$ cat src/rng_settings.svh
`ifndef RNG_SETTINGS_SVH
`define RNG_SETTINGS_SVH

// width of one raw ADC sample
`define ADC_WIDTH 12

// number of debiased bits handed out per read
`define RNG_VECTOR_DEPTH 10

// repetition-count health test
// equal consecutive raw bits that count as a stuck source
`define RCT_CUTOFF 16

// collector fill counter
// must hold the value RNG_VECTOR_DEPTH
`define RNG_HEAD_WIDTH 4

`endif
$ cat src/rng_pkg.sv
`include "rng_settings.svh"

package rng_pkg;

    // one raw sample from the converter
    typedef logic [`ADC_WIDTH-1:0] adc_sample_t;

    // one noise bit with its strobe, passed between pipeline stages
    typedef struct packed {
        logic data;
        logic valid;
    } rng_bit_t;

    // collected output bits, bit 0 is the oldest
    typedef logic [`RNG_VECTOR_DEPTH-1:0] rng_vector_t;

    // von Neumann pairing state
    typedef enum logic {
        vn_wait_first = 1'b0,
        vn_have_first = 1'b1
    } vn_state_t;

    // collector operation, encoded as {write, read}
    typedef enum logic [1:0] {
        op_idle  = 2'b00,
        op_rd    = 2'b01,
        op_wr    = 2'b10,
        op_rd_wr = 2'b11
    } collector_op_t;

endpackage : rng_pkg

$ cat src/adc_rng_top.sv
`timescale 1ns/1ps

module adc_rng_top (
    input  logic                 clk,
    input  logic                 rst,
    input  rng_pkg::adc_sample_t sample,
    input  logic                 sample_valid,
    input  logic                 read,
    output rng_pkg::rng_vector_t vector,
    output logic                 full,
    output logic                 alarm
);

    import rng_pkg::*;

    // pipeline links, one bit and strobe per stage
    rng_bit_t raw_bit;
    rng_bit_t checked_bit;
    rng_bit_t clean_bit;

    // sample lsb
    rng_bit_extract rng_bit_extract_i (
        .clk          (clk),
        .rst          (rst),
        .sample       (sample),
        .sample_valid (sample_valid),
        .raw_bit      (raw_bit)
    );

    // stuck source detection on raw bits
    rng_health_monitor rng_health_monitor_i (
        .clk         (clk),
        .rst         (rst),
        .raw_bit     (raw_bit),
        .checked_bit (checked_bit),
        .alarm       (alarm)
    );

    // bias removal
    rng_debias rng_debias_i (
        .clk         (clk),
        .rst         (rst),
        .checked_bit (checked_bit),
        .clean_bit   (clean_bit)
    );

    // output vector for the consumer
    rng_bit_collector rng_bit_collector_i (
        .clk       (clk),
        .rst       (rst),
        .clean_bit (clean_bit),
        .read      (read),
        .vector    (vector),
        .full      (full)
    );

endmodule : adc_rng_top

$ cat src/rng_bit_collector.sv
`timescale 1ns/1ps
`include "rng_settings.svh"

module rng_bit_collector (
    input  logic                 clk,
    input  logic                 rst,
    input  rng_pkg::rng_bit_t    clean_bit,
    input  logic                 read,
    output rng_pkg::rng_vector_t vector,
    output logic                 full
);

    import rng_pkg::*;

    localparam int unsigned HEAD_W = `RNG_HEAD_WIDTH;

    typedef logic [HEAD_W-1:0] head_t;

    localparam head_t HEAD_FULL = head_t'(`RNG_VECTOR_DEPTH);

    // head is the fill count and the next write position
    head_t         head_cur;
    head_t         head_next;
    rng_vector_t   vec_cur;
    rng_vector_t   vec_next;
    rng_vector_t   fill_mask;
    logic          empty;
    collector_op_t op;

    assign op    = collector_op_t'({clean_bit.valid, read});
    assign full  = head_cur == HEAD_FULL;
    assign empty = head_cur == '0;

    // positions below the head hold bits of the current vector
    // stale bits above it never reach the output
    always_comb begin
        for (int i = 0; i < `RNG_VECTOR_DEPTH; i++) begin
            fill_mask[i] = head_t'(i) < head_cur;
        end
    end

    always_comb begin
        head_next = head_cur;
        vec_next  = vec_cur;
        vector    = '0;

        unique case (op)
            op_idle: begin
                head_next = head_cur;
            end
            op_wr: begin
                // drop the bit once the vector is complete
                if (!full) begin
                    vec_next[head_cur] = clean_bit.data;
                    head_next          = head_cur + 1'b1;
                end
            end
            op_rd: begin
                if (!empty) begin
                    vector    = vec_cur & fill_mask;
                    head_next = '0;
                end
            end
            op_rd_wr: begin
                // old vector goes out, new bit opens the next one
                vector      = vec_cur & fill_mask;
                vec_next[0] = clean_bit.data;
                head_next   = head_t'(1);
            end
            default: begin
                head_next = head_cur;
            end
        endcase
    end

    always_ff @(posedge clk) begin
        vec_cur <= vec_next;
        if (rst) begin
            head_cur <= '0;
        end else begin
            head_cur <= head_next;
        end
    end

endmodule : rng_bit_collector

$ cat src/rng_debias.sv
`timescale 1ns/1ps

module rng_debias (
    input  logic              clk,
    input  logic              rst,
    input  rng_pkg::rng_bit_t checked_bit,
    output rng_pkg::rng_bit_t clean_bit
);

    import rng_pkg::*;

    vn_state_t state;
    vn_state_t state_next;
    logic      first_bit;
    rng_bit_t  clean_next;

    // von Neumann rule
    // 0,1 gives 0 and 1,0 gives 1, so the output is always the first bit
    always_comb begin
        state_next       = state;
        clean_next.valid = 1'b0;
        clean_next.data  = first_bit;
        if (checked_bit.valid) begin
            unique case (state)
                vn_wait_first: begin
                    state_next = vn_have_first;
                end
                vn_have_first: begin
                    state_next = vn_wait_first;
                    // equal pairs are discarded
                    clean_next.valid = checked_bit.data != first_bit;
                end
                default: begin
                    state_next = vn_wait_first;
                end
            endcase
        end
    end

    always_ff @(posedge clk) begin
        if (checked_bit.valid && state == vn_wait_first) begin
            first_bit <= checked_bit.data;
        end
        clean_bit.data <= clean_next.data;
        if (rst) begin
            state           <= vn_wait_first;
            clean_bit.valid <= 1'b0;
        end else begin
            state           <= state_next;
            clean_bit.valid <= clean_next.valid;
        end
    end

endmodule : rng_debias

$ cat src/rng_health_monitor.sv
`timescale 1ns/1ps
`include "rng_settings.svh"

module rng_health_monitor (
    input  logic              clk,
    input  logic              rst,
    input  rng_pkg::rng_bit_t raw_bit,
    output rng_pkg::rng_bit_t checked_bit,
    output logic              alarm
);

    import rng_pkg::*;

    localparam int unsigned CNT_W = $clog2(`RCT_CUTOFF + 1);

    typedef logic [CNT_W-1:0] count_t;

    localparam count_t CUTOFF = count_t'(`RCT_CUTOFF);

    // zero means no bit seen since reset
    count_t   run_count;
    count_t   run_count_next;
    logic     last_bit;
    logic     alarm_next;
    rng_bit_t checked_next;

    always_comb begin
        run_count_next = run_count;
        if (raw_bit.valid) begin
            if (run_count != '0 && raw_bit.data == last_bit) begin
                // saturate so a long stuck run cannot wrap
                if (run_count != CUTOFF) begin
                    run_count_next = run_count + 1'b1;
                end
            end else begin
                run_count_next = count_t'(1);
            end
        end
    end

    // alarm is sticky until reset
    always_comb begin
        alarm_next = alarm;
        if (raw_bit.valid && run_count_next == CUTOFF) begin
            alarm_next = 1'b1;
        end
    end

    // tripping bit and everything after it are blocked
    always_comb begin
        checked_next.data  = raw_bit.data;
        checked_next.valid = raw_bit.valid & ~alarm_next;
    end

    always_ff @(posedge clk) begin
        checked_bit.data <= checked_next.data;
        if (raw_bit.valid) begin
            last_bit <= raw_bit.data;
        end
        if (rst) begin
            run_count         <= '0;
            alarm             <= 1'b0;
            checked_bit.valid <= 1'b0;
        end else begin
            run_count         <= run_count_next;
            alarm             <= alarm_next;
            checked_bit.valid <= checked_next.valid;
        end
    end

endmodule : rng_health_monitor

$ cat src/rng_bit_extract.sv
`timescale 1ns/1ps

module rng_bit_extract (
    input  logic                clk,
    input  logic                rst,
    input  rng_pkg::adc_sample_t sample,
    input  logic                sample_valid,
    output rng_pkg::rng_bit_t   raw_bit
);

    import rng_pkg::*;

    rng_bit_t raw_bit_next;

    // the lsb carries most of the thermal noise
    always_comb begin
        raw_bit_next.valid = sample_valid;
        if (sample_valid) begin
            raw_bit_next.data = sample[0];
        end else begin
            raw_bit_next.data = raw_bit.data;
        end
    end

    // one register stage, strobe and bit move together
    always_ff @(posedge clk) begin
        raw_bit.data <= raw_bit_next.data;
        if (rst) begin
            raw_bit.valid <= 1'b0;
        end else begin
            raw_bit.valid <= raw_bit_next.valid;
        end
    end

endmodule : rng_bit_extract

$ cat config.mk
export PLATFORM = sky130hd
export DESIGN_NAME = adc_rng_top
export DESIGN_NICKNAME = d
export VERILOG_FILES = /design/src/rng_pkg.sv /design/src/adc_rng_top.sv /design/src/rng_bit_collector.sv /design/src/rng_debias.sv /design/src/rng_health_monitor.sv /design/src/rng_bit_extract.sv
export VERILOG_INCLUDE_DIRS = /design/src
export SDC_FILE = /design/constraint.sdc
export NUM_CORES = 1
export LEC_CHECK = 0
export ABC_AREA = 1
export BUFFER_PORTS_ARGS = -buffer_cell sky130_fd_sc_hd__buf_2
export CORE_UTILIZATION = 58
export DETAILED_ROUTE_END_ITERATION = 10
export GPL_TIMING_DRIVEN = 0
export PLACE_DENSITY = 0.83
export SYNTH_ARGS = -nofsm -noshare
export SYNTH_HDL_FRONTEND = slang
export SYNTH_SLANG_ARGS = --single-unit
$ cat constraint.sdc
create_clock -name clk -period 2.3 [get_ports clk]
set_input_delay 0.46 -clock clk [delete_from_list [all_inputs] [get_ports clk]]
set_output_delay 0.46 -clock clk [all_outputs]
set_load 0.01 [all_outputs]
Word level (Yosys, flattened, before mapping):

Index checks and enable logic that the tools add are counted.

* register bits: 29
* logic and storage cells: 72
* output and inout port bits: 12
* input bits: 16

* muxes and demuxes: 15
* $lt $le $gt $ge: 12
* add/subtract/negate cells: 2
* bitwise gates (word level): 7
* reduce and logical (&&, ||, !) cells: 12
* equal/unequal tests: 10

Operators with widths (count)
* $pmux W10 S2: 1
* $lt A3 B4 Y1 const A: 4
* $mux W5: 3
* $pmux W4 S3: 1
* $and A10 B10 Y10: 1
* $bwmux W10: 1
* $mux W10: 1
* $lt A1 B4 Y1 const A: 2
* $lt A2 B4 Y1 const A: 2
* $lt A4 B4 Y1 const A: 2
* $mux W4: 2
* $add A5 B1 Y5 const B: 1
* $eq A5 B5 Y1 const B: 1
* $lt A4 B5 Y1 const B: 1
* $ne A5 B5 Y1 const B: 1
* $not A1 Y1: 5
* $reduce_bool A5 Y1: 1
* $add A4 B1 Y4 const B: 1
* $demux W1 S4: 1
* $eq A2 B2 Y1 const B: 2
* $eq A4 B4 Y1 const B: 1
* $ge A4 B1 Y1 const B: 1
* $logic_and A1 B1 Y1: 4
* $logic_not A4 Y1: 1
* 12 further kinds: 17

Logic depth before layout (Yosys ltp):

Gate-level depths: netlist of the first run.

* depth in word-level cells: 9
* depth in mapped cells: 11

By module:

A second synthesis of the first run with hierarchy kept.

* cells, all modules: 185
* area, all modules: 1562.7 um^2

By module, submodules not included
* rng_bit_collector: times used 1, seq. area each 380.4 um^2, area each 870.8 um^2, cells an instance 103
* rng_health_monitor: times used 1, seq. area each 190.2 um^2, area each 488.0 um^2, cells an instance 60
* rng_debias: times used 1, seq. area each 90.1 um^2, area each 143.9 um^2, cells an instance 18
* rng_bit_extract: times used 1, seq. area each 50.0 um^2, area each 60.1 um^2, cells an instance 4

Worst setup path before layout of the first run:

Ideal clock, no wire load.

* path kind: register -> output
* start: register rng_bit_collector_i.head_cur[1]
* end: output port vector[5]
* buffers on the path: 0
* path slack: 0.623 ns
* data arrival time: 1.217 ns
* stages on the path, launching flop included: 8
* path through: dfxtp_1 > inv_1 > ha_1 > nand2_2 > nand2_4 > nand2_1 > nand2_1 > a21oi_1

* word-level cells in the longest chain between the ends: 4
* elaborated cells between the ends (all ways): 5
* classes of those cells: order compare (1); mux (2); bitwise (1); reduce/logical (1)

RTL lines
* start: declaration: RTL line rng_bit_collector.sv:22 `head_t head_cur;`
* start signal: assignment: RTL line rng_bit_collector.sv:81 `head_cur <= head_next;`
* $lt A3 B4 Y1: RTL line rng_bit_collector.sv:38 `fill_mask[i] = head_t'(i) < head_cur;`
* $and A10 B10 Y10: RTL line rng_bit_collector.sv:60, rng_bit_collector.sv:66
* $mux W10: RTL line rng_bit_collector.sv:59 `if (!empty) begin`
* $pmux W10 S2 *: RTL line rng_bit_collector.sv:47 `unique case (op)`
* end: declaration: RTL line adc_rng_top.sv:9 `output rng_pkg::rng_vector_t vector,`

Mark *: on every way between the ends. The rest lies on a longest branch, timed or not.

Final worst setup path of the first run:

Ends and elaborated chain as after synthesis.

==> out/qor.log, run 1 <==
qor: timing.grt_setup_unrepaired no
qor: clock_tree.clkTransAtPathRegs 0.09 ns
qor: hold_path.worstHoldPathType in -> reg
qor: drt.vias 1234
qor: logic_synthesis.ys_top_cells_by_count 37 x nand2_1, 24 x inv_1, 23 x nor2_1
qor: drt.drt_pass_1_iters 4
qor: timing.max_slew_margin 0.722
qor: power.lkg_pwr 0.702 nW
qor: floorplan.floorplan.die.width 52.5 um
qor: logic_synthesis.yosys-top-cells-area edfxtp_1 26%, dfxtp_1 22%, nand2_1 9.4%
qor: logic_synthesis.postSynthNetCount 203
qor: floorplan.die-area 0.00276 mm^2
qor: final_layout.num-nets-final 225
qor: timing.clock.fmax 472 MHz
qor: global_routing.globalRouteTotalUtil 0.237
qor: critical_path.cpMostUsedCell nand2_2
qor: clock_tree.post_cts.repair.setup_buffers 0
qor: timing.finalHoldViolCount 0
qor: critical_path.timing.critical_path.slowest_cell_delay 0.39 ns
qor: clock_tree.cts_inserted_buffers 5
qor: timing.min_period 2.12 ns
qor: floorplan.floorplan.rows 17
qor: logic_synthesis.synth_top_cell_area_share 0.264
qor: drt.drc_errors 0
qor: clock_tree.clk_root_buffer_cell clkbuf_4
qor: timing.worst_margin_slew 0.417 ns
qor: logic_synthesis.synth_sequential_area_ratio 0.480
qor: critical_path.type_of_origin_of_the_critical_path flop
qor: global_routing.gr-total-overflow 0
qor: critical_path.reg2reg_depth 9
qor: critical_path.timing.critical_path.from rng_bit_collector_i.head_cur[1]
qor: hold_path.holdPathEnd rng_bit_extract_i.raw_bit[1]
qor: final_layout.antenna_cell_count 0
qor: logic_synthesis.synth_edf_count 13
qor: placed_design.routabilityCongestion 0.862
qor: final_layout.post_route_cells_drive_above_1_share 0.201
qor: floorplan.core_area 0.00230 mm^2
qor: clock_tree.htree_num_levels 2
qor: logic_synthesis.synth.cell_area 0.00148 mm^2
qor: final_layout.areaGrowthSynthToFinish 11.2%
qor: clock_tree.worst_skew_pair.late_latency 0.32 ns
qor: critical_path.crit_path_max_fanout 6
qor: floorplan.initial_core_util 0.644
qor: logic_synthesis.synthCells 181
qor: placed_design.placed_cells 224
qor: logic_synthesis.synth_seq_cells 29
qor: job.drv_cap 0
qor: critical_path.cell_chain_of_the_critical_path inv_1 -> ha_1 -> nand2_2 -> nand2_4 -> nand2_2 -> nand2_1 -> a21oi_1 -> buf_2
qor: drt.drt_iter0_drc 31
qor: logic_synthesis.async_flop_share 0
qor: logic_synthesis.netlist-cell-type-count 28
qor: global_routing.initial_antenna_violation_count 0
qor: logic_synthesis.yosysWarningCount 0
qor: clock_tree.clock_tree.buffer_depth 2
qor: floorplan.io-pin-count 28
qor: final_layout.layout.cells.non_filler 232
qor: logic_synthesis.synth-main-ff-cell dfxtp_1
qor: critical_path.cp_data_arrival_time 1.66 ns
qor: global_routing.grt_start_max_net_pins 11
qor: timing.final.period_utilization 0.921
qor: critical_path.worst_r2r_startpoint rng_health_monitor_i.run_count[0]
qor: floorplan.die_y 52.5 um
qor: hold_path.hold-path-cell-count 1
qor: critical_path.timing.critical_path.to_type output port
qor: global_routing.vias_in_the_first_global_route 1139
qor: placed_design.portBuffers 15
qor: clock_tree.cts_tree yes
qor: logic_synthesis.yosysTopAreaCell edfxtp_1
qor: drt.drt-total-wl 2.84 mm
qor: power.worst_ir_drop_vdd 0.605 mV
qor: timing.setup_viol_count_final 0
qor: timing.clock-skew-final 0.0114 ns
qor: global_routing.grt_pass1_wl 4.53 mm
qor: logic_synthesis.syn-mean-instance-area 8.18 um^2
qor: hold_path.hp-start sample[0]
qor: critical_path.crit_slowest_cell dfxtp_2
qor: drt.route.antenna.remaining_nets 0
qor: timing.report.final.slew_viol_count 0
qor: critical_path.setup.reg_to_reg.worst_slack 0.76 ns
qor: drt.route.detailed.vias_per_inst 5.32
qor: timing.final.setup.tns 0 ns
qor: logic_synthesis.synthMostInstantiatedCell nand2_1
qor: drt.wire_per_inst 12.3 um
qor: critical_path.worstSetupPathType reg -> out
qor: critical_path.critical_path_required 1.84 ns
qor: clock_tree.clock-sinks 29
qor: critical_path.r2r_end rng_health_monitor_i.alarm
qor: placed_design.place_hpwl 2.13 mm
qor: outcome.status finished, final reports clean
qor: power.p_per_area 534 mW/mm^2
-- area by class of cell --
class	instances	area, um^2
timing repair buffer	15	75.1
clock inverter	3	12.5
buffer	3	20.0
inverter	27	101
fill	192	652
sequential	29	713
multi-input combinational	122	651
tap	28	35.0
clock buffer	5	37.5
-- through the flow --
| step | utilization | total power, W | hold slack [ns] | setup WS (ns) | area, um^2 |
|---|---|---|---|---|---|
| 2_1_floorplan | - | 0.000599 | 0.369 | 0.623 | 1480 |
| 3_3_place_gp | 0.692 | 0.000610 | 0.380 | 0.439 | 1590 |
| 3_5_place_dp | 0.692 | 0.000613 | 0.379 | 0.391 | 1590 |
| 4_1_cts | 0.714 | 0.000892 | 0.301 | 0.0176 | 1640 |
| 5_1_grt | 0.716 | 0.000919 | 0.292 | 0.0532 | 1650 |
| 6_report | 0.716 | 0.000879 | 0.322 | 0.183 | 1650 |
-- worst max-delay path: cells and delay by family (launching register included) --
family	cells	cell delay [ns]
and+or+nand+nor	4	0.36
AOI/OAI and AO/OA	1	0.12
adders and majority gates	1	0.23
buffers and inverters	2	0.24
DFF	1	0.39
-- sequential cells by signal (all words and copies together), names as in the netlist --
name	flops
rng_health_monitor_i.checked_bit	2
rng_health_monitor_i.last_bit	1
rng_debias_i.first_bit	1
rng_bit_collector_i.head_cur	4
rng_debias_i.state	1
rng_debias_i.clean_bit	2
rng_health_monitor_i.alarm	1
rng_bit_collector_i.vec_cur	10
rng_bit_extract_i.raw_bit	2
rng_health_monitor_i.run_count	5
-- timing repair --
action,CTS,global route
gates resized for setup,0,3
endpoints found under the setup margin,0,6
hold buffers,0,0
-- placed cells by master, fill, tap and decap left out, types with 4 or more instances in the layout --
cell type,netlist,routed
nand2_1,37,36
inv_1,24,24
nor2_1,23,23
buf_2,1,16
dfxtp_1,16,14
edfxtp_1,13,13
nand3_1,12,12
a21oi_1,9,9
nor3_1,8,8
ha_1,6,6
clkbuf_4,0,5
nor2_2,4,4
-- report_power, final --
group | internal, W | switching [W]
logic | 0.0000161 | 0.0000304
registers | 0.000547 | 0.00000924
clock network | 0.000110 | 0.000167
-- layer usage --
| layer | GRT usage | vias up | wire length, um |
|---|---|---|---|
| met5 | 0 | - | 0 |
| met4 | 0.132 | 0 | 49 |
| met3 | 0.0783 | 7 | 105 |
| met2 | 0.460 | 30 | 1550 |
| met1 | 0.205 | 565 | 1140 |
| li1 | - | 632 | - |
-- cells by family (layout without fill, tap and decap cells) --
logic type | after synthesis | in the layout | share of synthesized area
buf+inv | 30 | 53 | 0.0820
simple gates | 96 | 96 | 0.304
compound gates | 19 | 19 | 0.0769
xor+xnor | 1 | 1 | 0.00592
fa+ha+maj | 6 | 6 | 0.0507
flops | 29 | 29 | 0.480
-- how the worst max path moves through the flow --
stage	endpoint	slack, ns	depth (start not counted)
final	vector[5]	0.18	8
after global routing	vector[5]	0.05	8
after CTS	vector[1]	0.02	8
after detailed placement	vector[1]	0.39	8
after global placement	vector[5]	0.44	8
after floorplan	vector[5]	0.62	7
No activity file was read; power rests on OpenSTA's default activity.
==> run 2: changes to the inputs <==
--- a/config.mk
+++ b/config.mk
@@ -8,6 +8,8 @@
 export LEC_CHECK = 0
 export ABC_AREA = 1
 export BUFFER_PORTS_ARGS = -buffer_cell sky130_fd_sc_hd__buf_2
+export CAP_MARGIN = 0
+export CORE_MARGIN = 2
 export CORE_UTILIZATION = 58
 export DETAILED_ROUTE_END_ITERATION = 10
 export GPL_TIMING_DRIVEN = 0
==> out/qor.log, run 2 (same netlist as run 1, synthesis figures left out) <==
qor: timing.final.setup.tns 0 ns [unchanged]
qor: critical_path.worstSetupPathType reg -> out [unchanged]
qor: timing.grt_setup_unrepaired no [unchanged]
qor: final_layout.largest_register_ffs 10 [unchanged]
qor: final_layout.registers.top_by_ff_count rng_bit_collector_i.vec_cur [unchanged]
qor: clock_tree.post_cts.repair.setup_buffers 0 [unchanged]
qor: drt.vias 1270 [was 1234]
qor: critical_path.timing.critical_path.from rng_bit_collector_i.head_cur[0] [was rng_bit_collector_i.head_cur[1]]
qor: clock_tree.cts_inserted_buffers 5 [unchanged]
qor: power.power_frac_seq 0.530 [was 0.632]
qor: timing.clock-skew-final 0.0117 ns [was 0.0114 ns]
qor: power.swShare 0.216 [was 0.235]
qor: clock_tree.clock-sinks 29 [unchanged]
qor: placed_design.portBuffers 15 [unchanged]
qor: critical_path.worst_r2r_startpoint rng_health_monitor_i.run_count[0] [unchanged]
qor: drt.route.detailed.vias_per_inst 5.43 [was 5.32]
qor: final_layout.reg.largest.list rng_bit_collector_i.vec_cur (10), rng_health_monitor_i.run_count (5), rng_bit_collector_i.head_cur (4) [unchanged]
qor: clock_tree.cts_hold_repair.buffers 0 [unchanged]
qor: clock_tree.clock_tree.buffer_depth 2 [unchanged]
qor: final_layout.antenna_cell_count 0 [unchanged]
qor: hold_path.hp-start sample[0] [unchanged]
qor: clock_tree.worst_skew_pair.late_latency 0.34 ns [was 0.32 ns]
qor: timing.max_slew_margin 0.721 [was 0.722]
qor: power.worst_ir_drop_vdd 0.581 mV [was 0.605 mV]
qor: global_routing.grt_start_max_net_pins 11 [unchanged]
qor: final_layout.areaGrowthSynthToFinish 13.9% [was 11.2%]
qor: clock_tree.clkTransAtPathRegs 0.10 ns [was 0.09 ns]
qor: power.power.net_switching 0.000226 W [was 0.000206 W]
qor: final_layout.num-nets-final 225 [unchanged]
qor: global_routing.initial_antenna_violation_count 0 [unchanged]
qor: timing.timing.hold.ws 0.302 ns [was 0.322 ns]
qor: drt.route.antenna.remaining_nets 0 [unchanged]
qor: clock_tree.cts_tree yes [unchanged]
qor: power.lkg_pwr 0.718 nW [was 0.702 nW]
qor: clock_tree.htree_num_levels 2 [unchanged]
qor: drt.drc_errors 0 [unchanged]
qor: timing.setup_viol_count_final 0 [unchanged]
qor: clock_tree.clk_root_buffer_cell clkbuf_4 [unchanged]
qor: timing.worst_margin_slew 0.419 ns [was 0.417 ns]
qor: floorplan.die_y 54.5 um [was 52.5 um]
qor: drt.wire_per_inst 12.9 um [was 12.3 um]
qor: power.p_per_area 621 mW/mm^2 [was 534 mW/mm^2]
qor: critical_path.timing.critical_path.to_type output port [unchanged]
qor: critical_path.critical_path_required 1.84 ns [about the same]
qor: final_layout.fill_cells 197 [was 192]
qor: floorplan.core_area 0.00245 mm^2 [was 0.00230 mm^2]
qor: timing.final.period_utilization 0.928 [was 0.921]
qor: floorplan.floorplan.rows 18 [was 17]
qor: global_routing.globalRouteTotalUtil 0.236 [was 0.237]
qor: final_layout.most_frequent_cells_in_the_layout 36 x nand2_1, 24 x inv_1, 23 x nor2_1 [unchanged]
qor: final_layout.post_route_cells_drive_above_1_share 0.206 [was 0.201]
qor: critical_path.crit_path_max_fanout 4 [was 6]
qor: placed_design.routabilityCongestion 0.809 [was 0.862]
qor: power.power.combinational.fraction 0.045 [was 0.053]
qor: power.totalPowerFinal 0.00105 W [was 0.000879 W]
qor: global_routing.vias_in_the_first_global_route 1210 [was 1139]
qor: outcome.status finished, final reports clean [unchanged]
qor: job.drv_cap 0 [unchanged]
qor: drt.drt_iter0_drc 24 [was 31]
qor: drt.drt-total-wl 3.01 mm [was 2.84 mm]
qor: timing.report.final.slew_viol_count 0 [unchanged]
qor: timing.clock.fmax 469 MHz [was 472 MHz]
qor: timing.finalHoldViolCount 0 [unchanged]
qor: power.p_int 0.000821 W [was 0.000673 W]
qor: power.clock_power_share 0.426 [was 0.315]
qor: floorplan.floorplan.die.width 54.5 um [was 52.5 um]
qor: placed_design.place_hpwl 2.25 mm [was 2.13 mm]
qor: floorplan.die-area 0.00297 mm^2 [was 0.00276 mm^2]
qor: hold_path.worstHoldPathType in -> reg [unchanged]
qor: final_layout.mostFrequentLayoutCell nand2_1 [unchanged]
qor: timing.min_period 2.13 ns [was 2.12 ns]
qor: drt.drt_pass_1_iters 4 [unchanged]
qor: global_routing.gr-total-overflow 0 [unchanged]
qor: global_routing.grt_pass1_wl 4.86 mm [was 4.53 mm]
qor: critical_path.cp_data_arrival_time 1.67 ns [was 1.66 ns]
qor: floorplan.io-pin-count 28 [unchanged]
qor: floorplan.initial_core_util 0.603 [was 0.644]
qor: critical_path.type_of_origin_of_the_critical_path flop [unchanged]
-- run 2: changes by cell type in the layout (fill, tap and decap cells not counted), sizes merged --
cell and delta:
clkbuf +2, bufinv +1, clkinv -3
-- run 2: routing by layer --
| metal | wire [um] | GRT usage | vias to the layer above |
|---|---|---|---|
| met5 | 0 | 0 | - |
| met4 | 57 | 0.121 | 0 |
| met3 | 167 | 0.0820 | 9 |
| met2 | 1620 | 0.444 | 43 |
| met1 | 1170 | 0.223 | 582 |
| li1 | - | - | 636 |
-- run 2: power by group through the flow --
stage                     Sequential [W]  Combinational, W  Clock [W]
after floorplan                 0.000565         0.0000339          0
after global placement          0.000566         0.0000433          0
after detailed placement        0.000567         0.0000465          0
after CTS                       0.000556         0.0000468   0.000451
after global routing            0.000556         0.0000545   0.000473
final                           0.000554         0.0000469   0.000445
-- run 2: area by class of cell --
cell class	count	area (um^2)	area share
multi-input cells	122	651	0.386
repair buffers	15	75.1	0.0445
well taps	30	37.5	0.0223
plain buffers	3	20.0	0.0119
clock inverters	1	30.0	0.0178
flip-flops and latches	29	716	0.425
clock buffers	7	55.1	0.0327
inverters	27	101	0.0601
-- run 2: worst paths after layout --
kind | cells after the start | to | slack [ns]
max | 8 | vector[5] | 0.17
max reg2reg | 10 | rng_health_monitor_i.checked_bit[0] | 0.64
min | 1 | rng_bit_extract_i.raw_bit[1] | 0.30
min reg2reg | 0 | rng_debias_i.clean_bit[1] | 0.39
-- run 2: what timing repair did --
| action | 4_1_cts | 5_1_grt |
|---|---|---|
| cloned | 0 | 0 |
| gates resized for setup | 1 | 3 |
| endpoints found under the hold margin | 0 | 0 |
| endpoints found under the setup margin | 1 | 4 |
-- run 2: metrics by stage --
stage | worst slack (ns) | util | instances | area [um^2]
CTS | 0.0494 | 0.684 | 234 | 1680
finish | 0.166 | 0.687 | 234 | 1690
global route | 0.0454 | 0.687 | 234 | 1690
global placement | 0.428 | 0.649 | 226 | 1590
detailed placement | 0.376 | 0.649 | 226 | 1590
floorplan | 0.623 | - | 181 | 1480
-- run 2: worst max-delay path: stages, from the launching register on --
cell and delay [ns]:
dfxtp_2 0.37, inv_1 0.09, ha_1 0.24, nand2_2 0.12, nand2_4 0.07, nand2_2 0.11
nand2_1 0.06, a21oi_1 0.13, buf_2 0.15
